## src/uart_pkg.sv

```systemverilog
// Register map, field positions and widths shared by the UART peripheral
// FIFO_DEPTH must stay a power of two since the FIFO pointers wrap on overflow
`default_nettype none

package uart_pkg;

    //////////////////////////////////////////////////
    // Bus and data widths
    //////////////////////////////////////////////////

    typedef logic [15:0] addr_t;
    typedef logic [31:0] word_t;
    typedef logic [3:0]  strb_t;
    typedef logic [7:0]  byte_t;
    // A bit period lasts the divider value plus one cycles
    typedef logic [15:0] div_t;

    //////////////////////////////////////////////////
    // Register map
    //////////////////////////////////////////////////

    // RX data sits at the top of the map, anything above reads all ones
    localparam addr_t ADDR_CTRL   = 16'h0000;
    localparam addr_t ADDR_DIV    = 16'h0004;
    localparam addr_t ADDR_TXDATA = 16'h0008;
    localparam addr_t ADDR_RXDATA = 16'h000C;

    localparam int    FIFO_DEPTH    = 4;
    localparam int    FIFO_PTR_W    = $clog2(FIFO_DEPTH);
    localparam div_t  DIV_RESET     = 16'd4;
    localparam word_t UNMAPPED_DATA = '1;
    localparam logic  ENABLE_RESET  = 1'b1;

    // Control bits, read/write
    localparam int CTRL_ENABLE    = 0;
    localparam int CTRL_STOP_MODE = 4;

    // Status bits, read only
    localparam int STAT_BUSY     = 8;
    localparam int STAT_TX_EMPTY = 9;
    localparam int STAT_TX_FULL  = 10;
    localparam int STAT_RX_EMPTY = 11;
    localparam int STAT_RX_FULL  = 12;
    localparam int STAT_RTS      = 13;
    localparam int STAT_CTS      = 14;

endpackage

`default_nettype wire

```

## src/uart_fifo_if.sv

```systemverilog
// Handshake between a UART engine and its byte FIFO
// Push and pull are single-cycle strobes, rdata shows the head entry
`timescale 1ns/1ns
`default_nettype none

interface uart_fifo_if import uart_pkg::*; ();

    logic  push;
    byte_t wdata;
    logic  full;
    logic  pull;
    byte_t rdata;
    logic  empty;

    // Producer side
    modport writer (output push, output wdata, input full, input empty);
    // Consumer side
    modport reader (output pull, input rdata, input empty, input full);
    // The storage itself
    modport fifo (input push, input wdata, input pull, output full, output rdata, output empty);

endinterface

`default_nettype wire

```

## src/uart_bit_timer.sv

```systemverilog
// Baud tick generator, one tick every divider+1 cycles while run is high
// Changing divider while running shifts the current bit period
`timescale 1ns/1ns
`default_nettype none

module uart_bit_timer import uart_pkg::*; (
    input  logic aclk,
    input  logic aresetn,
    input  logic run,
    input  logic half_first,
    input  div_t divider,
    output logic tick
);

    div_t count;
    div_t target;
    logic half_pend;

    // The first period may be cut in half to land in the middle of a bit
    assign target = half_pend ? (divider >> 1) : divider;
    assign tick   = run && (count == target);

    always_ff @(posedge aclk or negedge aresetn) begin
        if (!aresetn) begin
            count     <= '0;
            half_pend <= 1'b0;
        end else if (!run) begin
            // Idle, arm the half period for the next start
            count     <= '0;
            half_pend <= half_first;
        end else if (tick) begin
            count     <= '0;
            half_pend <= 1'b0;
        end else begin
            count <= count + 1'b1;
        end
    end

endmodule

`default_nettype wire

```

## src/uart_fifo.sv

```systemverilog
// First-word-fall-through byte FIFO, single clock
// A push while full and a pull while empty are dropped silently
`timescale 1ns/1ns
`default_nettype none

module uart_fifo import uart_pkg::*; (
    input logic  aclk,
    input logic  aresetn,
    uart_fifo_if.fifo port
);

    byte_t                 mem [FIFO_DEPTH];
    logic [FIFO_PTR_W-1:0] wr_ptr;
    logic [FIFO_PTR_W-1:0] rd_ptr;
    logic [FIFO_PTR_W:0]   count;
    logic                  do_push;
    logic                  do_pull;

    // Qualify the strobes against the flags
    assign do_push = port.push && !port.full;
    assign do_pull = port.pull && !port.empty;

    assign port.full  = (count == (FIFO_PTR_W+1)'(FIFO_DEPTH));
    assign port.empty = (count == '0);
    // The head entry is always visible to the reader
    assign port.rdata = mem[rd_ptr];

    always_ff @(posedge aclk or negedge aresetn) begin
        if (!aresetn) begin
            wr_ptr <= '0;
            rd_ptr <= '0;
            count  <= '0;
        end else begin
            if (do_push)
                wr_ptr <= wr_ptr + 1'b1;
            if (do_pull)
                rd_ptr <= rd_ptr + 1'b1;
            // Occupancy only moves when exactly one side is active
            if (do_push && !do_pull)
                count <= count + 1'b1;
            else if (do_pull && !do_push)
                count <= count - 1'b1;
        end
    end

    // Storage array
    always_ff @(posedge aclk) begin
        if (do_push)
            mem[wr_ptr] <= port.wdata;
    end

endmodule

`default_nettype wire

```

## src/uart_regs.sv

```systemverilog
// Register bank behind a request/ready bus, one access at a time
// A TX write on a full FIFO or an RX read on an empty FIFO stalls the bus
`timescale 1ns/1ns
`default_nettype none

module uart_regs import uart_pkg::*; (
    input  logic  aclk,
    input  logic  aresetn,
    input  logic  slv_en,
    input  logic  slv_wr,
    input  addr_t slv_addr,
    input  word_t slv_wdata,
    input  strb_t slv_strb,
    output word_t slv_rdata,
    output logic  slv_ready,
    uart_fifo_if.writer tx_fifo,
    uart_fifo_if.reader rx_fifo,
    input  logic  tx_busy,
    input  logic  rx_busy,
    input  logic  cts_sync,
    output logic  enable,
    output logic  stop_mode,
    output div_t  divider
);

    typedef enum logic {ST_IDLE, ST_RESPOND} bus_state_t;

    bus_state_t state;
    word_t      status;
    word_t      read_word;
    byte_t      tx_byte;
    logic       serve;
    logic       tx_push;
    logic       rx_pull;

    //////////////////////////////////////////////////
    // Status word
    //////////////////////////////////////////////////

    // Parity, loopback and parity error are not implemented and read zero
    always_comb begin
        status                 = '0;
        status[CTRL_ENABLE]    = enable;
        status[CTRL_STOP_MODE] = stop_mode;
        status[STAT_BUSY]      = tx_busy || rx_busy;
        status[STAT_TX_EMPTY]  = tx_fifo.empty;
        status[STAT_TX_FULL]   = tx_fifo.full;
        status[STAT_RX_EMPTY]  = rx_fifo.empty;
        status[STAT_RX_FULL]   = rx_fifo.full;
        // RTS follows the RX FIFO and drops while it is full
        status[STAT_RTS]       = !rx_fifo.full;
        status[STAT_CTS]       = cts_sync;
    end

    //////////////////////////////////////////////////
    // Request decode
    //////////////////////////////////////////////////

    // Decide whether the pending request can complete this cycle
    always_comb begin
        serve     = 1'b1;
        read_word = UNMAPPED_DATA;
        case (slv_addr)
            ADDR_CTRL: read_word = status;
            ADDR_DIV:  read_word = word_t'(divider);
            ADDR_TXDATA: begin
                serve     = !slv_wr || !tx_fifo.full;
                read_word = word_t'(tx_byte);
            end
            ADDR_RXDATA: begin
                // Writes here have no effect and never wait
                serve     = slv_wr || !rx_fifo.empty;
                read_word = word_t'(rx_fifo.rdata);
            end
            default: serve = 1'b1;
        endcase
        // The cycle after ready the request line is not looked at
        serve = serve && slv_en && (state == ST_IDLE);
    end

    assign slv_ready     = (state == ST_RESPOND);
    assign tx_fifo.push  = tx_push;
    assign tx_fifo.wdata = tx_byte;
    assign rx_fifo.pull  = rx_pull;

    //////////////////////////////////////////////////
    // Control registers and bus FSM
    //////////////////////////////////////////////////

    always_ff @(posedge aclk or negedge aresetn) begin
        if (!aresetn) begin
            state     <= ST_IDLE;
            enable    <= ENABLE_RESET;
            stop_mode <= 1'b0;
            divider   <= DIV_RESET;
            tx_push   <= 1'b0;
            rx_pull   <= 1'b0;
        end else begin
            // FIFO strobes last one cycle, during the ready cycle
            tx_push <= 1'b0;
            rx_pull <= 1'b0;
            state   <= serve ? ST_RESPOND : ST_IDLE;
            if (serve && slv_wr) begin
                case (slv_addr)
                    ADDR_CTRL: begin
                        if (slv_strb[0]) begin
                            enable    <= slv_wdata[CTRL_ENABLE];
                            stop_mode <= slv_wdata[CTRL_STOP_MODE];
                        end
                    end
                    ADDR_DIV: begin
                        if (slv_strb[0])
                            divider[7:0] <= slv_wdata[7:0];
                        if (slv_strb[1])
                            divider[15:8] <= slv_wdata[15:8];
                    end
                    // The push happens even if the data byte is not strobed
                    ADDR_TXDATA: tx_push <= 1'b1;
                    default: ;
                endcase
            end else if (serve && slv_addr == ADDR_RXDATA) begin
                rx_pull <= 1'b1;
            end
        end
    end

    // Read data and the last TX byte
    always_ff @(posedge aclk) begin
        if (serve)
            slv_rdata <= read_word;
        if (serve && slv_wr && slv_addr == ADDR_TXDATA && slv_strb[0])
            tx_byte <= slv_wdata[7:0];
    end

endmodule

`default_nettype wire

```

## src/uart_rx.sv

```systemverilog
// Receive engine, 8 data bits LSB first, no parity, one stop bit checked
// A frame with a low stop bit is dropped without any error flag
`timescale 1ns/1ns
`default_nettype none

module uart_rx import uart_pkg::*; (
    input  logic aclk,
    input  logic aresetn,
    input  logic enable,
    input  div_t divider,
    input  logic uart_rx,
    input  logic uart_cts,
    input  logic rts,
    uart_fifo_if.writer fifo,
    output logic busy,
    output logic cts_sync
);

    typedef enum logic [1:0] {RX_IDLE, RX_START, RX_DATA, RX_STOP} rx_state_t;

    rx_state_t  state;
    logic [1:0] rx_meta;
    logic [1:0] cts_meta;
    logic       rx_prev;
    logic       rx_line;
    logic       fall;
    logic [2:0] bit_idx;
    byte_t      shreg;
    logic       tick;

    //////////////////////////////////////////////////
    // Input synchronizers
    //////////////////////////////////////////////////

    // Both lines idle high, so the flops come out of reset at one
    always_ff @(posedge aclk or negedge aresetn) begin
        if (!aresetn) begin
            rx_meta  <= '1;
            cts_meta <= '1;
            rx_prev  <= 1'b1;
        end else begin
            rx_meta  <= {rx_meta[0], uart_rx};
            cts_meta <= {cts_meta[0], uart_cts};
            rx_prev  <= rx_meta[1];
        end
    end

    assign rx_line  = rx_meta[1];
    assign cts_sync = cts_meta[1];
    assign fall     = rx_prev && !rx_line;
    assign busy     = (state != RX_IDLE);

    // Half period first, so every sample lands mid-bit
    uart_bit_timer i_bit_timer (
        .aclk       (aclk),
        .aresetn    (aresetn),
        .run        (busy),
        .half_first (1'b1),
        .divider    (divider),
        .tick       (tick)
    );

    //////////////////////////////////////////////////
    // Frame sequencer
    //////////////////////////////////////////////////

    always_ff @(posedge aclk or negedge aresetn) begin
        if (!aresetn) begin
            state   <= RX_IDLE;
            bit_idx <= '0;
        end else begin
            case (state)
                // A start bit that is high again mid-period was a glitch
                RX_START: if (tick) state <= rx_line ? RX_IDLE : RX_DATA;
                RX_DATA: begin
                    if (tick) begin
                        bit_idx <= bit_idx + 1'b1;
                        if (bit_idx == 3'd7)
                            state <= RX_STOP;
                    end
                end
                RX_STOP: if (tick) state <= RX_IDLE;
                default: begin
                    // With the FIFO full, RTS is low and new frames are refused
                    bit_idx <= '0;
                    if (enable && rts && fall)
                        state <= RX_START;
                end
            endcase
        end
    end

    always_ff @(posedge aclk) begin
        if (state == RX_DATA && tick)
            shreg <= {rx_line, shreg[7:1]};
    end

    // Store the byte only on a valid stop bit
    assign fifo.push  = (state == RX_STOP) && tick && rx_line;
    assign fifo.wdata = shreg;

endmodule

`default_nettype wire

```

## src/uart_top.sv

```systemverilog
// UART peripheral top, request/ready register bus and RTS/CTS flow control
// Only 8N1 and 8N2 frames are supported
`timescale 1ns/1ns
`default_nettype none

module uart_top import uart_pkg::*; (
    input  logic  aclk,
    input  logic  aresetn,
    input  logic  slv_en,
    input  logic  slv_wr,
    input  addr_t slv_addr,
    input  word_t slv_wdata,
    input  strb_t slv_strb,
    output word_t slv_rdata,
    output logic  slv_ready,
    input  logic  uart_rx,
    output logic  uart_tx,
    output logic  uart_rts,
    input  logic  uart_cts
);

    logic enable;
    logic stop_mode;
    div_t clock_divider;
    logic tx_busy;
    logic rx_busy;
    logic cts_sync;

    uart_fifo_if tx_fifo_bus ();
    uart_fifo_if rx_fifo_bus ();

    // Ask the remote sender to hold off while the RX FIFO is full
    assign uart_rts = ~rx_fifo_bus.full;

    uart_regs i_uart_regs (
        .aclk      (aclk),
        .aresetn   (aresetn),
        .slv_en    (slv_en),
        .slv_wr    (slv_wr),
        .slv_addr  (slv_addr),
        .slv_wdata (slv_wdata),
        .slv_strb  (slv_strb),
        .slv_rdata (slv_rdata),
        .slv_ready (slv_ready),
        .tx_fifo   (tx_fifo_bus.writer),
        .rx_fifo   (rx_fifo_bus.reader),
        .tx_busy   (tx_busy),
        .rx_busy   (rx_busy),
        .cts_sync  (cts_sync),
        .enable    (enable),
        .stop_mode (stop_mode),
        .divider   (clock_divider)
    );

    uart_fifo i_tx_fifo (.aclk(aclk), .aresetn(aresetn), .port(tx_fifo_bus.fifo));
    uart_fifo i_rx_fifo (.aclk(aclk), .aresetn(aresetn), .port(rx_fifo_bus.fifo));

    uart_tx i_uart_tx (
        .aclk      (aclk),
        .aresetn   (aresetn),
        .enable    (enable),
        .stop_mode (stop_mode),
        .divider   (clock_divider),
        .cts_sync  (cts_sync),
        .fifo      (tx_fifo_bus.reader),
        .busy      (tx_busy),
        .uart_tx   (uart_tx)
    );

    uart_rx i_uart_rx (
        .aclk     (aclk),
        .aresetn  (aresetn),
        .enable   (enable),
        .divider  (clock_divider),
        .uart_rx  (uart_rx),
        .uart_cts (uart_cts),
        .rts      (uart_rts),
        .fifo     (rx_fifo_bus.writer),
        .busy     (rx_busy),
        .cts_sync (cts_sync)
    );

endmodule

`default_nettype wire

```

## src/uart_tx.sv

```systemverilog
// Transmit engine, 8 data bits LSB first, no parity, one or two stop bits
// Disabling the engine lets the current frame finish
`timescale 1ns/1ns
`default_nettype none

module uart_tx import uart_pkg::*; (
    input  logic aclk,
    input  logic aresetn,
    input  logic enable,
    input  logic stop_mode,
    input  div_t divider,
    input  logic cts_sync,
    uart_fifo_if.reader fifo,
    output logic busy,
    output logic uart_tx
);

    typedef enum logic [1:0] {TX_IDLE, TX_SHIFT, TX_STOP} tx_state_t;

    tx_state_t  state;
    byte_t      shreg;
    logic [3:0] bit_idx;
    logic       tick;
    logic       start;

    // A frame starts only from idle with the remote side ready and data queued
    assign start     = (state == TX_IDLE) && enable && cts_sync && !fifo.empty;
    // Pop the byte in the same cycle it is loaded into the shift register
    assign fifo.pull = start;
    assign busy      = (state != TX_IDLE);

    uart_bit_timer i_bit_timer (
        .aclk       (aclk),
        .aresetn    (aresetn),
        .run        (busy),
        .half_first (1'b0),
        .divider    (divider),
        .tick       (tick)
    );

    //////////////////////////////////////////////////
    // Frame sequencer
    //////////////////////////////////////////////////

    always_ff @(posedge aclk or negedge aresetn) begin
        if (!aresetn) begin
            state   <= TX_IDLE;
            bit_idx <= '0;
            uart_tx <= 1'b1;
        end else begin
            case (state)
                TX_SHIFT: begin
                    // Each tick closes the previous bit, the ninth closes bit 7
                    if (tick) begin
                        if (bit_idx == 4'd8) begin
                            uart_tx <= 1'b1;
                            bit_idx <= '0;
                            state   <= TX_STOP;
                        end else begin
                            uart_tx <= shreg[0];
                            bit_idx <= bit_idx + 1'b1;
                        end
                    end
                end
                TX_STOP: begin
                    // Line stays high, a second period follows in two-stop mode
                    if (tick) begin
                        if (stop_mode && bit_idx == 4'd0) begin
                            bit_idx <= 4'd1;
                        end else begin
                            bit_idx <= '0;
                            state   <= TX_IDLE;
                        end
                    end
                end
                default: begin
                    if (start) begin
                        uart_tx <= 1'b0;
                        bit_idx <= '0;
                        state   <= TX_SHIFT;
                    end
                end
            endcase
        end
    end

    // Data byte, shifted right as each bit goes out
    always_ff @(posedge aclk) begin
        if (start)
            shreg <= fifo.rdata;
        else if (state == TX_SHIFT && tick)
            shreg <= shreg >> 1;
    end

endmodule

`default_nettype wire

```

## config.mk

```make
export PLATFORM = sky130hd
export DESIGN_NAME = uart_top
export DESIGN_NICKNAME = d
export VERILOG_FILES = /design/src/uart_pkg.sv /design/src/uart_fifo_if.sv /design/src/uart_bit_timer.sv /design/src/uart_fifo.sv /design/src/uart_regs.sv /design/src/uart_rx.sv /design/src/uart_top.sv /design/src/uart_tx.sv
export SDC_FILE = /design/constraint.sdc
export NUM_CORES = 1
export LEC_CHECK = 0
export BUFFER_PORTS_ARGS = -buffer_cell sky130_fd_sc_hd__buf_2
export CAP_MARGIN = 10
export CORE_ASPECT_RATIO = 1.1
export CORE_UTILIZATION = 45
export DETAILED_ROUTE_END_ITERATION = 6
export PLACE_DENSITY = 0.67
export SYNTH_ARGS = -nofsm -noshare
export SYNTH_HDL_FRONTEND = slang
export SYNTH_SLANG_ARGS = --single-unit
```

## constraint.sdc

```tcl
create_clock -name aclk -period 3.39 [get_ports aclk]
set_input_delay 0.339 -clock aclk [delete_from_list [all_inputs] [get_ports aclk]]
set_output_delay 0.339 -clock aclk [all_outputs]
set_load 0.05 [all_outputs]
```

# [After elaboration in Yosys (flattened, before gate mapping)]
# Memory sizes are Yosys's and may differ from the RTL's.
# Cells that the tools add are included.
[classes] eq_ne=24 bitwise=4 add_sub_neg=12 n_reduce_logical=62 n_mux=52
[ops] op="$pmux 32 s4" count=1
[ops] op="$mux 16" count=6
[ops] op="$add 16x1->16 const B" count=2
[ops] op="$eq 16x16->1" count=2
[ops] op="$eq 16x4->1 const B" count=2
[ops] op="$logic_and 1x1->1" count=27
[ops] op="$mux 2" count=11
[ops] op="$ne 2x1->1 const B" count=9
[ops] op="$mux 1" count=17
[ops] op="$eq 16x3->1 const B" count=1
[ops] op="$logic_not 16->1" count=1
[ops] op="$mux 4" count=4
[ops] op="$mux 8" count=2
[ops] op="$mux 3" count=5
[ops] op="$reduce_and 3->1" count=5
[ops] op="$reduce_bool 2->1" count=6
[ops] op="$logic_not 1->1" count=10
[ops] op="$reduce_and 5->1" count=2
[ops] op="$add 3x1->3 const B" count=3
[ops] op="$eq 3x3->1 const B" count=3
[ops] op="$add 2x1->2 const B" count=4
[ops] op="$pmux 4 s2" count=1
[ops] op="$eq 2x2->1 const B" count=3
[ops] op="$logic_not 3->1" count=2
[ops] op="17 further kinds" count=25
[word_totals] ramBits=64 inputBits=58 memories=2 register_bits=142
[memory_table] name="i_rx_fifo.mem" words=4 word_bits=8 rd=1 rd_ports_with_merged_regs=0 wr=1 line="uart_fifo.sv:12" source="byte_t mem [FIFO_DEPTH];"
[memory_table] name="i_tx_fifo.mem" words=4 word_bits=8 rd=1 rd_ports_with_merged_regs=0 wr=1 line="uart_fifo.sv:12"

# [Depth between registers and ports, before layout]
# Gate-level depths: netlist of run 1.
[logic_depth] ltp_word=10 mapped_depth=13 ltp_nobuf=11

# [Hierarchy]
# From an unflattened synthesis of run 1, not the netlist that was laid out.
[unflattened] cells_unflattened=682 area_unflattened_um2=9261.4
[by_module_without_submodules] mod="uart_bit_timer" cells_each=121 seq_area_each_um2=425.4 n_inst=2 area_each_um2=1169.9
[by_module_without_submodules] mod="uart_regs" cells_each=144 seq_area_each_um2=1278.7 n_inst=1 area_each_um2=2133.3
[by_module_without_submodules] mod="uart_fifo (i_rx_fifo)" cells_each=77 seq_area_each_um2=1136.1 n_inst=1 area_each_um2=1589.0
[by_module_without_submodules] mod="uart_fifo (i_tx_fifo)" cells_each=78 seq_area_each_um2=1136.1 n_inst=1 area_each_um2=1575.3
[by_module_without_submodules] mod="uart_tx" cells_each=86 seq_area_each_um2=416.6 n_inst=1 area_each_um2=848.3
[by_module_without_submodules] mod="uart_rx" cells_each=54 seq_area_each_um2=496.7 n_inst=1 area_each_um2=772.0
[by_module_without_submodules] mod="uart_top" cells_each=1 seq_area_each_um2=0.0 n_inst=1 area_each_um2=3.8

# [Worst setup path before layout of run 1]
# OpenSTA, ideal clock, no wires.
[synth_timing] kind="reg-to-reg" from="register i_uart_rx.i_bit_timer.half_pend" to="register i_rx_fifo.count[2]" path_stages_with_launch=14 period_less_slack_ns=2.931 arrival_time_ns=2.852 slack_ns=0.459 n_path_buf=2 required_ns=3.311 cell_sequence="dfrtp_1 > buf_6 > buf_6 > mux2i_1 > o22ai_1 > a221oi_1 > nand4_2 > nor4b_4 > ha_1 > inv_1 > fa_1 > xor2_1 > nor2_1 > xor2_1"
[synth_via] elab_chain_len=9 word_cells_on_any_way=11 cone_classes="eq/ne: 1; mux: 2; reduce/logical: 8"
[synth_rtl] element="from (decl)" line="uart_bit_timer.sv:17" source="logic half_pend;"
[synth_rtl] element="from (signal assigned)" line="uart_bit_timer.sv:30" source="half_pend <= half_first;"
[synth_rtl] element="$mux 16 *" line="uart_bit_timer.sv:20" source="assign target = half_pend ? (divider >> 1) : divider;"
[synth_rtl] element="$eq 16x16->1 *" line="uart_bit_timer.sv:21" source="assign tick = run && (count == target);"
[synth_rtl] element="$logic_and 1x1->1 *" line="uart_bit_timer.sv:21"
[synth_rtl] element="$logic_and 1x1->1 * (2 in series)" line="uart_rx.sv:99" source="assign fifo.push = (state == RX_STOP) && tick && rx_line;"
[synth_rtl] element="$logic_and 1x1->1 *" line="uart_fifo.sv:20" source="assign do_push = port.push && !port.full;"
[synth_rtl] element="named net i_rx_fifo.do_push" line="uart_fifo.sv:16" source="logic do_push;"
[synth_rtl] element="$logic_not 1->1" line="uart_fifo.sv:41" source="else if (do_pull && !do_push)"
[synth_rtl] element="$logic_and 1x1->1" line="uart_fifo.sv:41"
[synth_rtl] element="$reduce_bool 2->1 (no line)"
[synth_rtl] element="to (signal assigned)" line="uart_fifo.sv:40" source="count <= count + 1'b1;"
[synth_rtl] element="to (signal assigned)" line="uart_fifo.sv:42" source="count <= count - 1'b1;"
[synth_rtl] element="to (decl)" line="uart_fifo.sv:15" source="logic [FIFO_PTR_W:0] count;"
# The timed path passes the listed nets; every way through them passes the cells marked *.
# A chain may end at the register's enable or synchronous reset.

# [Worst setup path after layout of run 1]
# Ends and elaborated chain as after synthesis.

==> results, run 1 <==
- In this run the register-to-register setup slack is 300 ps.
- Port buffering added 74 buffers.
- In this run the remaining antenna-violating nets after routing total 0.
- Clock-pin slew was measured on the worst setup and hold paths at 70 ps.
- The worst-case clock buffer depth is 2.
- The final critical-path required period is 3090 ps.
- Dividing the detail-routed wire length by the instance count gives 17.4 microns.
- In the synthesized netlist, the cells that appear most often are edfxtp_1, dfrtp_1, nor2_1.
- In the post-synthesis netlist, the biggest area contributors are edfxtp_1, dfrtp_1, mux4_2.
- Along the worst path, the maximum fanout reaches 12.
- The capturing element type of the critical path is a flip-flop.
- The via total after detailed routing is 5,192.
- For the worst setup path, the data arrival time is 3450 ps.
- In this run the static leakage power is 3.88 nW.
- The post-synthesis to final-layout area growth is 13.0%.
- The finished layout holds 981 standard cells, fillers aside.
- Power spread over the standard cell area amounts to 452 mW/mm^2.
- The placed cell area is 0.00926 sq mm.
- The proportion of synthesized chip area in sequential cells is 60.7%.
- Post-CTS timing repair inserted 0 buffers for setup.
- Global routing used 30.7% of the available met2 tracks.
- The flow ran to the end, but the final reports show violations.
- In the synthesized netlist the dominant register cell turns out to be edfxtp_1.
- After detailed placement, the design holds a cell count of 947.
- The worst path required time is 3750 ps.
- Using the TritonRoute via totals, the vias-per-cell ratio works out to 5.29.
- The maximum number of pins on one net before global-route repair is 80.
- The initial cell density of the core is 45.8%.
- The die covers 0.0199 sq mm.
- Setup repair after global routing left no endpoint under its margin.
- The synthesized netlist cell count is 654.
- The final-report max-slew violation count is 0.
- The area of the mapped netlist is 0.00872 sq mm.
- Summed over its instances, the top area cell type makes up 36.2% of the synthesized netlist area.
- The overall overflow remaining after global route is 0.
- Among all cell types in the netlist, the one instantiated most often is edfxtp_1.
- The number of hold violations in the final report is 0.
- The routing usage on met1 is 23.3%.
- The fraction of synthesis flops using an asynchronous set or reset pin is 44.7%.
- Counting flops with a built-in enable in the synthesized netlist gives 105.
- In this run the horizontal extent of the chip is 135 microns.
- The worst register-to-register path begins at i_uart_rx.i_bit_timer.half_pend.
- The congestion estimate from routability-driven global placement came to 0.799.
- The cell taking the most area after synthesis is edfxtp_1.
- The final period utilization is 91.2%.
- In this run the critical register-to-register path is captured at i_rx_fifo.count[2].
- For this block, the routed nets add up to 17,100 microns of wire.
- Based on the critical path, the design can be clocked at up to 0.323 GHz.
- The worst reg2reg path depth is 12.
- The clock latency at the later pin of the worst-skew pair is 430 ps.
- The fill cell total of the finished layout is 1,576.
- Global routing used 18.4% of the available tracks across all layers.
- The setup path with the least slack is of type reg -> reg.
- At the end of the flow the core is filled with cells to 51.7%.
- The mean instance size in the synthesized netlist is 13.3 sq um.
- The wire-length estimate of the detail-placed layout is 12,400 microns.
- For this run, design rule violations remaining after detail routing come to 2.
- The worst slack on hold paths is 62.4 ps.
- The max capacitance violation total is 0.
- The overall die height is 148 microns.
- The initial antenna violation count is 0.
- The final reports fail on design-rule violations.
- The fraction of final layout cells sized beyond drive strength 1 is 24.1%.
- The master cell of the clock root buffer is clkbuf_16.
- The number of unique standard cell types used by synthesis is 52.
- The H-tree depth is 4.
- met2 is the most crowded layer.
- The synthesized flop and latch total is 190.
- The global-route wire length before repair is 27,600 microns.
- CTS saw 190 sinks.
- After routing the design area is 0.00985 sq mm.
- The number of standard-cell rows in the floorplan is 53.
- The area of the multi-input gates is 0.00312 sq mm.
- The worst-case clock skew is 11.6 ps.
- The first routing iteration left 283 violations.
- The total clock buffers created by CTS is 17.
- IR analysis of the VDD net gives a maximum drop of 0.373 mV.
- TritonCTS built the clock tree.
- Before antenna repair, the detailed router went through 6 iterations.
- Setup violations remaining at the end of the flow were counted as 0.
- The number of global-route vias before repair was 5,313.
- The fraction of met3 tracks used by global routing is 3.57%.
- In the final timing run, aggregate negative setup slack is 0 ps.
- The placeable core region is 0.0190 sq mm.
- The worst hold path belongs to the class in -> async.
- 93 I/O pins were placed.
- The startpoint type of the worst setup path is a flip-flop.
- The net count of the finished layout is 800.
- The area occupied by registers is 0.00529 sq mm.
- The transition at the pin with the smallest max-transition slack is 1030 ps.
- The number of antenna diodes in the final layout is 0.
- Headroom to the max-slew limit came out at 31.2%.
- The count of synthesis-stage warnings from yosys is 0.
- The net count after synthesis is 733.
==> placed cells by master, fill, tap and decap left out, types with 2 or more instances in the layout <==
cell           Yosys  routed
or2_2              3       3
and4_1             6       6
xnor2_1           45      45
o211ai_1           6       6
and2_1             6       6
o22ai_1            3       3
nor4_1             6       6
o21ai_0           16      16
dlygate4sd3_1      0       2
o31ai_1            3       3
nand2b_1           2       2
nand2_1           55      55
fa_1               2       2
inv_1             22      22
a21oi_1            9       9
mux4_2            18      18
and3_1            14      14
clkbuf_16          0      17
nor2_1            60      60
buf_2              2      73
mux2i_1           18      18
clkinvlp_4         0       2
dfrtp_1           77      76
nor3_1             5       5
nor2b_1            5       5
nand4_1            6       6
buf_4             15      12
clkinv_4           0       2
edfxtp_1         105     105
inv_6              0       4
mux2_2            27      27
nand3_1           21      21
clkbuf_1          17       3
dfstp_2            8       8
xor2_1            24      24
a221o_1            6       6
ha_1              19      19
==> critical path, cell delays in order, from the launching register on <==
cell,delay (ps)
dfrtp_2,560
buf_4,210
mux2i_1,230
o22ai_1,110
a221oi_1,280
nand4_2,210
nor4b_4,330
ha_1,230
inv_1,60
fa_1,370
xor2_1,170
nor2_1,110
xor2_1,160
==> layer usage <==
metal	part of all wire, %	wire length [microns]
met1	43	7420
met5	0	0
met3	3.8	644
met2	51	8640
met4	2.4	404
==> cells by family (layout without fill, tap and decap cells) <==
| logic type | after synthesis | in the layout | share of synthesized area [%] |
|---|---|---|---|
| AOI/OAI and AO/OA | 51 | 51 | 3.89 |
| xor gates and xnor gates | 69 | 69 | 6.93 |
| adders and majority gates | 21 | 21 | 3.19 |
| buffers and inverters | 61 | 141 | 3.47 |
| DFF | 190 | 190 | 60.7 |
| muxes | 64 | 64 | 10.4 |
| and+or+nand+nor | 198 | 198 | 11.4 |
==> metrics by stage <==
step	setup WS (ps)	total power (W)
after detailed placement	173	0.00257
after global routing	138	0.00458
final	297	0.00445
after CTS	169	0.00448
after floorplan	459	0.00252
after global placement	291	0.00257
==> cell type report <==
type	count	share of cell area, %
inverter	22	0.839
multi-input combinational	403	31.7
timing repair buffer	87	4.83
tap	247	3.14
clock inverter	12	1.32
sequential	190	53.7
clock buffer	20	4.43
==> registers in the layout (all words and copies together), names as in the netlist, 2 cells and up, named ones only <==
signal,cells
i_uart_tx.bit_idx,4
i_uart_regs.slv_rdata,17
i_uart_rx.cts_meta,2
i_tx_fifo.wr_ptr,2
i_uart_rx.fifo.wdata,8
i_tx_fifo.count,3
i_rx_fifo.count,3
i_uart_rx.bit_idx,3
i_uart_tx.shreg,8
i_tx_fifo.mem,32
i_uart_rx.rx_meta,2
i_uart_tx.state,2
i_rx_fifo.mem,32
i_uart_regs.divider,16
i_uart_regs.tx_fifo.wdata,8
i_tx_fifo.rd_ptr,2
i_uart_tx.i_bit_timer.count,16
i_rx_fifo.wr_ptr,2
i_uart_rx.i_bit_timer.count,16
i_rx_fifo.rd_ptr,2
==> timing repair <==
action,4_1_cts,5_1_grt
resized for setup,0,1
setup endpoints to repair,0,1
hold endpoints to repair,2,0
hold buffers,2,0
==> where the power goes <==
part,internal [W],switching (W),leakage (nW)
sequential,0.00243,0.00000330,2.08
clock,0.00103,0.000889,0.271
combinational,0.0000292,0.0000595,1.53
==> worst max-delay path by stage <==
stage,startpoint,end,slack [ps],cells after the start
after floorplan,i_uart_rx.i_bit_timer.half_pend,i_rx_fifo.count[2],460,13
after global placement,i_uart_rx.i_bit_timer.half_pend,i_rx_fifo.count[2],290,12
after detailed placement,i_uart_rx.i_bit_timer.half_pend,i_rx_fifo.count[2],170,12
after CTS,i_uart_rx.i_bit_timer.half_pend,i_rx_fifo.count[2],170,12
after global routing,i_uart_rx.i_bit_timer.half_pend,i_rx_fifo.count[2],140,12
final,i_uart_rx.i_bit_timer.half_pend,i_rx_fifo.count[2],300,12
Power figures use the tool's default switching activity.
==> run 2, diff against run 1 <==
Settings changed: ABC_AREA set to 1, PLACE_DENSITY 0.67 to 0.6.
==> run 2 against run 1 <==
  * Register-to-register slack improved by 160 ps
  * Core utilization rose by 0.38 points
  * The flow still finishes with violations (design-rule violations)
  * Largest cell class unchanged
  * Power up 38%
  * First-iteration DRC count is 120% higher
  * Via count increased by 27%
  * Global-route usage grew 2.4 points
  * Worst setup slack better by 160 ps
  * Final cell count is 32% higher
==> results, run 2 <==
- The number of hold violations in the final report is 0 (unchanged).
- The number of flops mapped to enable cells by yosys was 105 (unchanged).
- The number of remaining DRC errors came to 12 (+10).
- The final critical-path required period was 2930 ps (-162 ps).
- The highest net fanout along the worst path is 12 (unchanged).
- The average wire length per cell after detail routing is 15.9 microns (-8.8%).
- The area of the mapped netlist is 0.00920 sq mm (+5.5%).
- The path class of the tightest hold or removal check is in -> reg.
- The worst-case clock skew is 9.42 ps (-2.22 ps).
- The maximum VDD drop came to 0.414 mV (+11%).
- The worst setup path is launched from a flip-flop.
- The flow ran to the end, but the final reports show violations.
- By instance count, the leading cell after synthesis is nand2_1.
- The clock-pin slew on the worst setup and hold paths was 70 ps (about the same).
- The overall track demand over capacity in global routing came to 20.9% (+2.4 points).
- The worst-case clock buffer depth was 2 (unchanged).
- The most common cell after layout, fill and taps aside is nand2_1.
- The final period utilization is 86.5% (-4.8 points).
- The via total after detailed routing is 6,570 (+27%).
- The area share of the leading cell type in the synthesized netlist is 34.3% (-1.9 points).
- The overall overflow remaining after global route is 0 (unchanged).
- The largest registers in the layout are i_rx_fifo.mem (32), i_tx_fifo.mem (32), i_uart_regs.slv_rdata (17).
- The synthesized netlist cell count came to 961 (+47%).
- The initial DRC count came to 614 (+120%).
- The post-synthesis to final-layout area growth is 12.9% (about the same).
- The weighted congestion reported at the end of routability-driven placement is 0.822 (+2.8%).
- The library cells used most frequently in the layout, excluding fill and tap cells, are nand2_1, nor2_1, inv_1.
- The H-tree depth was 4 (unchanged).
- The port buffer count is 74 (unchanged).
- The ratio of total power to cell area is 592 mW/mm^2 (+31%).
- The clock latency at the later pin of the worst-skew pair came to 440 ps (about the same).
- The number of unique standard cell types used by synthesis came to 45 (-13%).
- TritonCTS built the clock tree.
- Setup repair after global routing left no endpoint under its margin.
- The maximum number of pins on one net before global-route repair is 52 (-35%).
- The cell taking the most area after synthesis is edfxtp_1.
- The highest achievable clock rate came to 0.341 GHz (+5.5%).
- The die footprint is 0.0210 sq mm (+5.5%).
- The global-route wire length before repair is 33,500 microns (+21%).
- In this run the critical register-to-register path is launched from i_uart_rx.i_bit_timer.half_pend.
- The number of global-route vias before repair is 6,343 (+19%).
- The multiplexer fraction of the synthesized cell area was 0.245% (-10 points).
- The initial cell density of the core came to 46.2% (+0.36 points).
- The complex-gate fraction of the synthesized area is 8.01% (+4.1 points).
- The most used flip-flop cell after synthesis is edfxtp_1.
- The proportion of synthesized chip area in sequential cells came to 57.5% (-3.2 points).
- Ranked by total cell area, the synthesized netlist is headed by edfxtp_1, dfrtp_1, nand2_1.
- The area occupied by registers came to 0.00529 sq mm (about the same).
- CTS placed an instance of clkbuf_16 at the clock tree root.
- The number of optimization iterations in the first detailed-route pass is 7 (+1).
- The total clock buffers created by CTS came to 17 (unchanged).
- The placed cell area is 0.00972 sq mm (+5.0%).
- The area share of xor/xnor cells in the synthesized design is 2.38% (-4.6 points).
- The worst-case headroom to the max-slew limit was 36.5% (+5.3 points).
- The post-detailed-routing wire length was 20,600 microns (+21%).
- The mean instance size in the synthesized netlist was 9.57 sq um (-28%).
- The adder and majority cell fraction of the synthesized area is 3.02% (-0.17 points).
- The number of top-level pins is 93 (unchanged).
- By count the netlist is led by nand2_1, nor2_1, inv_1.
- The number of buffers inserted to repair setup after CTS is 0 (unchanged).
- The total clock sinks is 190 (unchanged).
- The total of endpoints with negative setup slack in the final report is 0 (unchanged).
- The synthesized flop and latch total came to 190 (unchanged).
- The count of synthesis-stage warnings from yosys was 0 (unchanged).
- The net count after synthesis is 1,040 (+42%).
- The fraction of synthesis flops using an asynchronous set or reset pin is 44.7% (unchanged).
- The post-route setup TNS is 0 ps (unchanged).
- The remaining antenna violation count came to 0 (unchanged).
- The overall die height is 152 microns (+2.7%).
- The post-layout utilization of the core is 52.1% (+0.38 points).
- The area of the multi-input gates is 0.00327 sq mm (+4.6%).
- The number of standard-cell rows in the floorplan was 54 (+1.9%).
- The horizontal die dimension is 138 microns (+2.7%).
- The critical path in this run is classified as reg -> reg.
- The layout net count came to 1,111 (+39%).
- The fill cell total of the finished layout came to 1,826 (+16%).
- The start point of the worst min-delay path is slv_wdata[5].
- The fraction of final layout cells sized beyond drive strength 1 is 15.8% (-8.3 points).
- The final-report max-slew violation count came to 0 (unchanged).
- The worst slack at placement is 512 ps (+339 ps).
- The sum of net half-perimeters after detailed placement came to 15,000 microns (+21%).
- The start point of the critical path is i_uart_rx.i_bit_timer.half_pend.
- The final reports fail on design-rule violations.
- The count of antenna diodes in the layout came to 0 (unchanged).
- The leakage component of the power came to 4.34 nW (+12%).
- By area, the combinational part of the netlist is dominated by simple AND/OR/NAND/NOR gates.
- The post-detailed-route via-to-cell ratio is 5.07 (-4.3%).
- The worst path required time is 3710 ps (-40 ps).
- The summed area of non-filler cells in the final layout was 0.0104 sq mm (+5.5%).
- The max capacitance violation total is 0 (unchanged).
- The data arrival time of the critical path is 3250 ps (-200 ps).
- The capturing element type of the critical path is a flip-flop.
- The transition at the pin with the smallest max-transition slack was 952 ps (-80.2 ps).
- The worst setup margin was 459 ps (+162 ps).
- The initial antenna violation count is 0 (unchanged).
- The post-synthesis simple-gate area fraction is 21.9% (+10 points).
- The placeable core region came to 0.0199 sq mm (+4.7%).
-- run 2: cell types whose count changed in the layout (fill, tap and decap cells not counted), sizes merged, moves of 18 or more --
| cell | previous run | this run |
|---|---|---|
| o21ai | 16 | 79 |
| mux4 | 18 | 0 |
| inv | 27 | 120 |
| xnor2 | 45 | 8 |
| nand3 | 21 | 59 |
| nand2 | 55 | 209 |
| mux2i | 18 | 0 |
| mux2 | 28 | 2 |
| nor2 | 60 | 148 |
-- run 2: where the power goes --
part / internal, W / leakage, nW / switching [W] / total, W
logic: 0.000415 / 2.08 / 0.000804 / 0.00122
registers: 0.00259 / 1.95 / 0.000174 / 0.00277
clock network: 0.00120 / 0.311 / 0.000961 / 0.00216
-- run 2: final timing paths --
check / end / slack (ps) / depth (start not counted)
worst max register to register: i_rx_fifo.count[2] / 460 / 14
worst max-delay path: i_rx_fifo.count[2] / 460 / 14
worst min-delay path: i_uart_regs.tx_fifo.wdata[5] / 100 / 1
max in group asynchronous: i_uart_regs.enable / 2070 / 3
worst min register to register: i_uart_rx.cts_meta[1] / 360 / 0
min in group asynchronous: i_tx_fifo.rd_ptr[0] / 490 / 2
-- run 2: per-stage QoR --
step	power (W)	hold slack [ps]	cells
after floorplan	0.00372	43.4	961
after global placement	0.00401	346	1262
after detailed placement	0.00402	348	1262
after CTS	0.00618	84.3	1297
after global routing	0.00649	77.2	1297
final	0.00615	96.8	1297
-- run 2: timing repair --
| item | 4_1_cts | 5_1_grt |
|---|---|---|
| hold buffers | 3 | 0 |
| gates resized for setup | 0 | 0 |
| endpoints found under the hold margin | 28 | 0 |
-- run 2: cells by family (layout without fill, tap and decap cells) --
kind of cell               count (synthesis)  in the layout
xor gates and xnor gates                  25             25
buffers and inverters                    144            228
AOI/OAI and AO/OA                        124            124
and+or+nand+nor                          455            455
muxes                                      2              2
adders and majority gates                 21             21
DFF                                      190            190
-- run 2: cell type report --
cell class                 count  share of cell area, %
clock buffer                  17                   4.09
timing repair buffer          85                   4.46
clock inverter                15                   2.01
multi-input combinational    627                   31.4
inverter                     111                   4.03
tap                          252                   3.04
sequential                   190                   50.9
-- run 2: routing by layer --
| metal | vias up | global-route usage [%] | share of wire (%) |
|---|---|---|---|
| met5 | - | 0 | 0 |
| met4 | 0 | 6.85 | 1.7 |
| met3 | 27 | 4.16 | 3.6 |
| met2 | 123 | 33.2 | 47 |
| met1 | 3110 | 28.6 | 47 |
| li1 | 3310 | - | - |
-- run 2: worst max-delay path: stages (launching register included) --
cell and delay, ps:
dfrtp_1 540, buf_4 240, o21ai_0 220, nor2_1 60, nor2_1 110, nand2_1 100
nor2_4 180, nand3_2 200, inv_2 110, ha_1 140, inv_1 60, fa_1 380
a21oi_1 180, o21ai_0 130, xor2_1 150
==> run 3, diff against run 2 <==
Settings changed: BUFFER_PORTS_ARGS -buffer_cell sky130_fd_sc_hd__buf_2 to unset, CTS_BUF_LIST set to sky130_fd_sc_hd__clkbuf_4 sky130_fd_sc_hd__clkbuf_8, DONT_BUFFER_PORTS set to 1, PLACE_DENSITY 0.6 to 0.56, REMOVE_ABC_BUFFERS set to 1.
==> run 3 against run 2 <==
  * The flow still finishes with violations (design-rule violations)
  * Largest cell class unchanged
  * Register-to-register slack better by 70 ps
  * Final area is 3.4% lower
  * Worst hold slack worse by 73 ps
  * Routed wire length is 2.8% lower
  * Critical endpoint unchanged
  * Clock-buffer cell count stayed put
  * Clock skew is 7.3 ps higher
  * Power is 11% lower
  * Non-clock buffer count is 54 lower
  * Clock power is 30% lower
  * Final cell count is 4.2% lower
  * Via count is 3.4% lower
  * Fmax is 2.4% higher
==> results, run 3 (synthesized netlist as in run 2, its figures left out) <==
- The run finished, with violations left.
- The final reports fail on design-rule violations.
- The number of top-level pins is 93 (unchanged).
- The master cell of the clock root buffer is clkbuf_8.
- The leakage component of the power was 4.10 nW (-5.6%).
- The global-route wire length before repair came to 32,600 microns (-2.6%).
- The number of hold violations in the final report is 0 (unchanged).
- The worst path required time was 3750 ps (+40 ps).
- The number of optimization iterations in the first detailed-route pass is 7 (unchanged).
- The post-layout utilization of the core is 50.3% (-1.8 points).
- The maximum number of pins on one net before global-route repair came to 86 (+65%).
- The number of global-route vias before repair is 6,167 (-2.8%).
- The number of standard-cell rows in the floorplan is 54 (unchanged).
- The total clock buffers created by CTS came to 17 (unchanged).
- The number of remaining DRC errors is 10 (-2).
- The fraction of final layout cells sized beyond drive strength 1 is 9.49% (-6.3 points).
- The final period utilization came to 84.4% (-2.0 points).
- The largest registers in the layout are i_rx_fifo.mem (32), i_tx_fifo.mem (32), i_uart_regs.slv_rdata (17).
- The final-report max-slew violation count came to 0 (unchanged).
- The die footprint is 0.0210 sq mm (unchanged).
- The post-detailed-routing wire length was 20,000 microns (-2.8%).
- The routing usage on met1 was 26.2% (-2.4 points).
- The total of endpoints with negative setup slack in the final report is 0 (unchanged).
- The overall track demand over capacity in global routing was 20.2% (-0.67 points).
- The data arrival time of the critical path came to 3230 ps (-20 ps).
- The start point of the worst min-delay path is slv_wdata[9].
- The placeable core region is 0.0199 sq mm (unchanged).
- The most common cell after layout, fill and taps aside is nand2_1.
- The critical path start-end classification is reg -> reg.
- The total power is 0.00549 W (-11%).
- The worst-case clock skew was 16.8 ps (+7.34 ps).
- The placed cell area is 0.00941 sq mm (-3.2%).
- The remaining antenna violation count is 0 (unchanged).
- The worst reg2reg path depth is 14 (unchanged).
- The horizontal die dimension came to 138 microns (unchanged).
- The post-synthesis to final-layout area growth is 9.05%.
- The port buffer count is 0 (-100%).
- The sum of net half-perimeters after detailed placement is 14,300 microns (-4.7%).
- The hold path depth is 2 (+1).
- The fraction of met3 tracks used by global routing is 4.44% (+0.28 points).
- The capturing element type of the critical path is a flip-flop.
- The worst-case headroom to the max-slew limit is 43.0% (+6.5 points).
- The overall die height is 152 microns (unchanged).
- Leaving out fill and tap cells, the most frequent cells in the layout are nand2_1, nor2_1, inv_1.
- The highest achievable clock rate was 0.349 GHz (+2.4%).
- The clock tree from TritonCTS is built.
- The fill cell total of the finished layout is 1,860 (+1.9%).
- The initial DRC count is 383 (-38%).
- The highest net fanout along the worst path was 12 (unchanged).
- Setup repair after global routing left no endpoint under its margin.
- The hold path endpoint is i_uart_regs.divider[9].
- The weighted congestion reported at the end of routability-driven placement came to 0.813 (-1.1%).
- The class of the worst hold path is in -> reg.
- The clock latency at the later pin of the worst-skew pair is 480 ps (+40 ps).
- The reg-to-reg critical path endpoint is i_rx_fifo.count[2].
- The internal reg-to-reg setup slack came to 530 ps (+70 ps).
- The summed area of non-filler cells in the final layout is 0.0100 sq mm (-3.4%).
- The via total after detailed routing is 6,344 (-3.4%).
- The ratio of total power to cell area is 548 mW/mm^2 (-7.4%).
- The H-tree depth came to 4 (unchanged).
- The post-detailed-route via-to-cell ratio is 5.10 (+0.76%).
- The max capacitance violation total is 0 (unchanged).
- The clock-pin slew on the worst setup and hold paths is 100 ps (+30 ps).
- The final critical-path required period is 2860 ps (-68.7 ps).
- The layout net count came to 1,057 (-4.9%).
- The count of antenna diodes in the layout is 0 (unchanged).
- The average wire length per cell after detail routing is 16.1 microns (+1.4%).
- The initial cell density of the core is 46.2% (unchanged).
- The overall overflow remaining after global route was 0 (unchanged).
- The transition at the pin with the smallest max-transition slack is 854 ps (-97.5 ps).
- The layer flagged by global routing as most heavily used is met2.
- The worst setup path is launched from a flip-flop.
- The initial antenna violation count is 0 (unchanged).
- The worst-case clock buffer depth came to 2 (unchanged).
- The total clock sinks is 190 (unchanged).
- The met2 global-route usage came to 33.5% (+0.29 points).
- The maximum VDD drop is 0.277 mV (-33%).
- In this run the critical register-to-register path is launched from i_uart_rx.i_bit_timer.half_pend.
## run 3: changes by cell type in the layout (fill, tap and decap cells not counted), sizes merged
cell	delta
inv	-1
buf	-70
clkinv	+3
dlygate4sd3	+16
bufinv	-2
## run 3: metal layers
layer	vias up	share of wire, %
met5	-	0
met1	3000	46
met4	0	1.8
met3	24	3.7
met2	119	48
li1	3201	-
## run 3: final cells by class
class | count | area [sq um] | share of cell area, %
Inverter | 111 | 419 | 4.18
Tap cell | 252 | 315 | 3.14
Clock buffer | 17 | 234 | 2.33
Clock inverter | 15 | 168 | 1.67
Multi-Input combinational cell | 627 | 3270 | 32.6
Timing Repair Buffer | 31 | 338 | 3.37
Sequential cell | 190 | 5290 | 52.7
## run 3: repair_timing
action,CTS,global route
resized for setup,0,0
hold buffers,20,0
endpoints found under the hold margin,113,0
buffers inserted,0,0
## run 3: per-stage QoR
| stage | worst slack, ps | hold WS (ps) | setup TNS [ps] | cells |
|---|---|---|---|---|
| 2_1_floorplan | -2090 | 43.4 | -33470 | 928 |
| 3_3_place_gp | 526 | 46.1 | 0 | 1191 |
| 3_5_place_dp | 514 | 46.1 | 0 | 1191 |
| 4_1_cts | 500 | 8.92 | 0 | 1243 |
| 5_1_grt | 217 | 4.75 | 0 | 1243 |
| 6_report | 528 | 23.6 | 0 | 1243 |
## run 3: worst max-delay path by stage
stage / from / endpoint / slack [ps] / cells after the start
finish: i_uart_rx.i_bit_timer.half_pend / i_rx_fifo.count[2] / 530 / 14
global route: i_uart_rx.i_bit_timer.half_pend / i_rx_fifo.count[2] / 220 / 14
CTS: i_uart_rx.i_bit_timer.half_pend / i_rx_fifo.count[2] / 500 / 14
detailed placement: i_uart_rx.i_bit_timer.half_pend / i_rx_fifo.count[2] / 510 / 14
global placement: i_uart_rx.i_bit_timer.half_pend / i_rx_fifo.count[2] / 530 / 14
floorplan: i_uart_regs.slv_rdata[30] / slv_rdata[16] / -2090 / 0
## run 3: worst max-delay path, cell delays in order (launching register included)
cell and delay [ps]:
dfrtp_1 540, buf_4 240, o21ai_0 230, nor2_1 70, nor2_1 120, nand2_1 100, nor2_4 180, nand3_2 190
inv_2 110, ha_1 140, inv_1 60, fa_1 380, a21oi_1 140, o21ai_0 110, xor2_1 150
## run 3: where the power goes
group,switching (W),internal [W],leakage [nW]
clock network,0.000896,0.000620,0.203
logic,0.000778,0.000418,1.95
registers,0.000193,0.00259,1.95
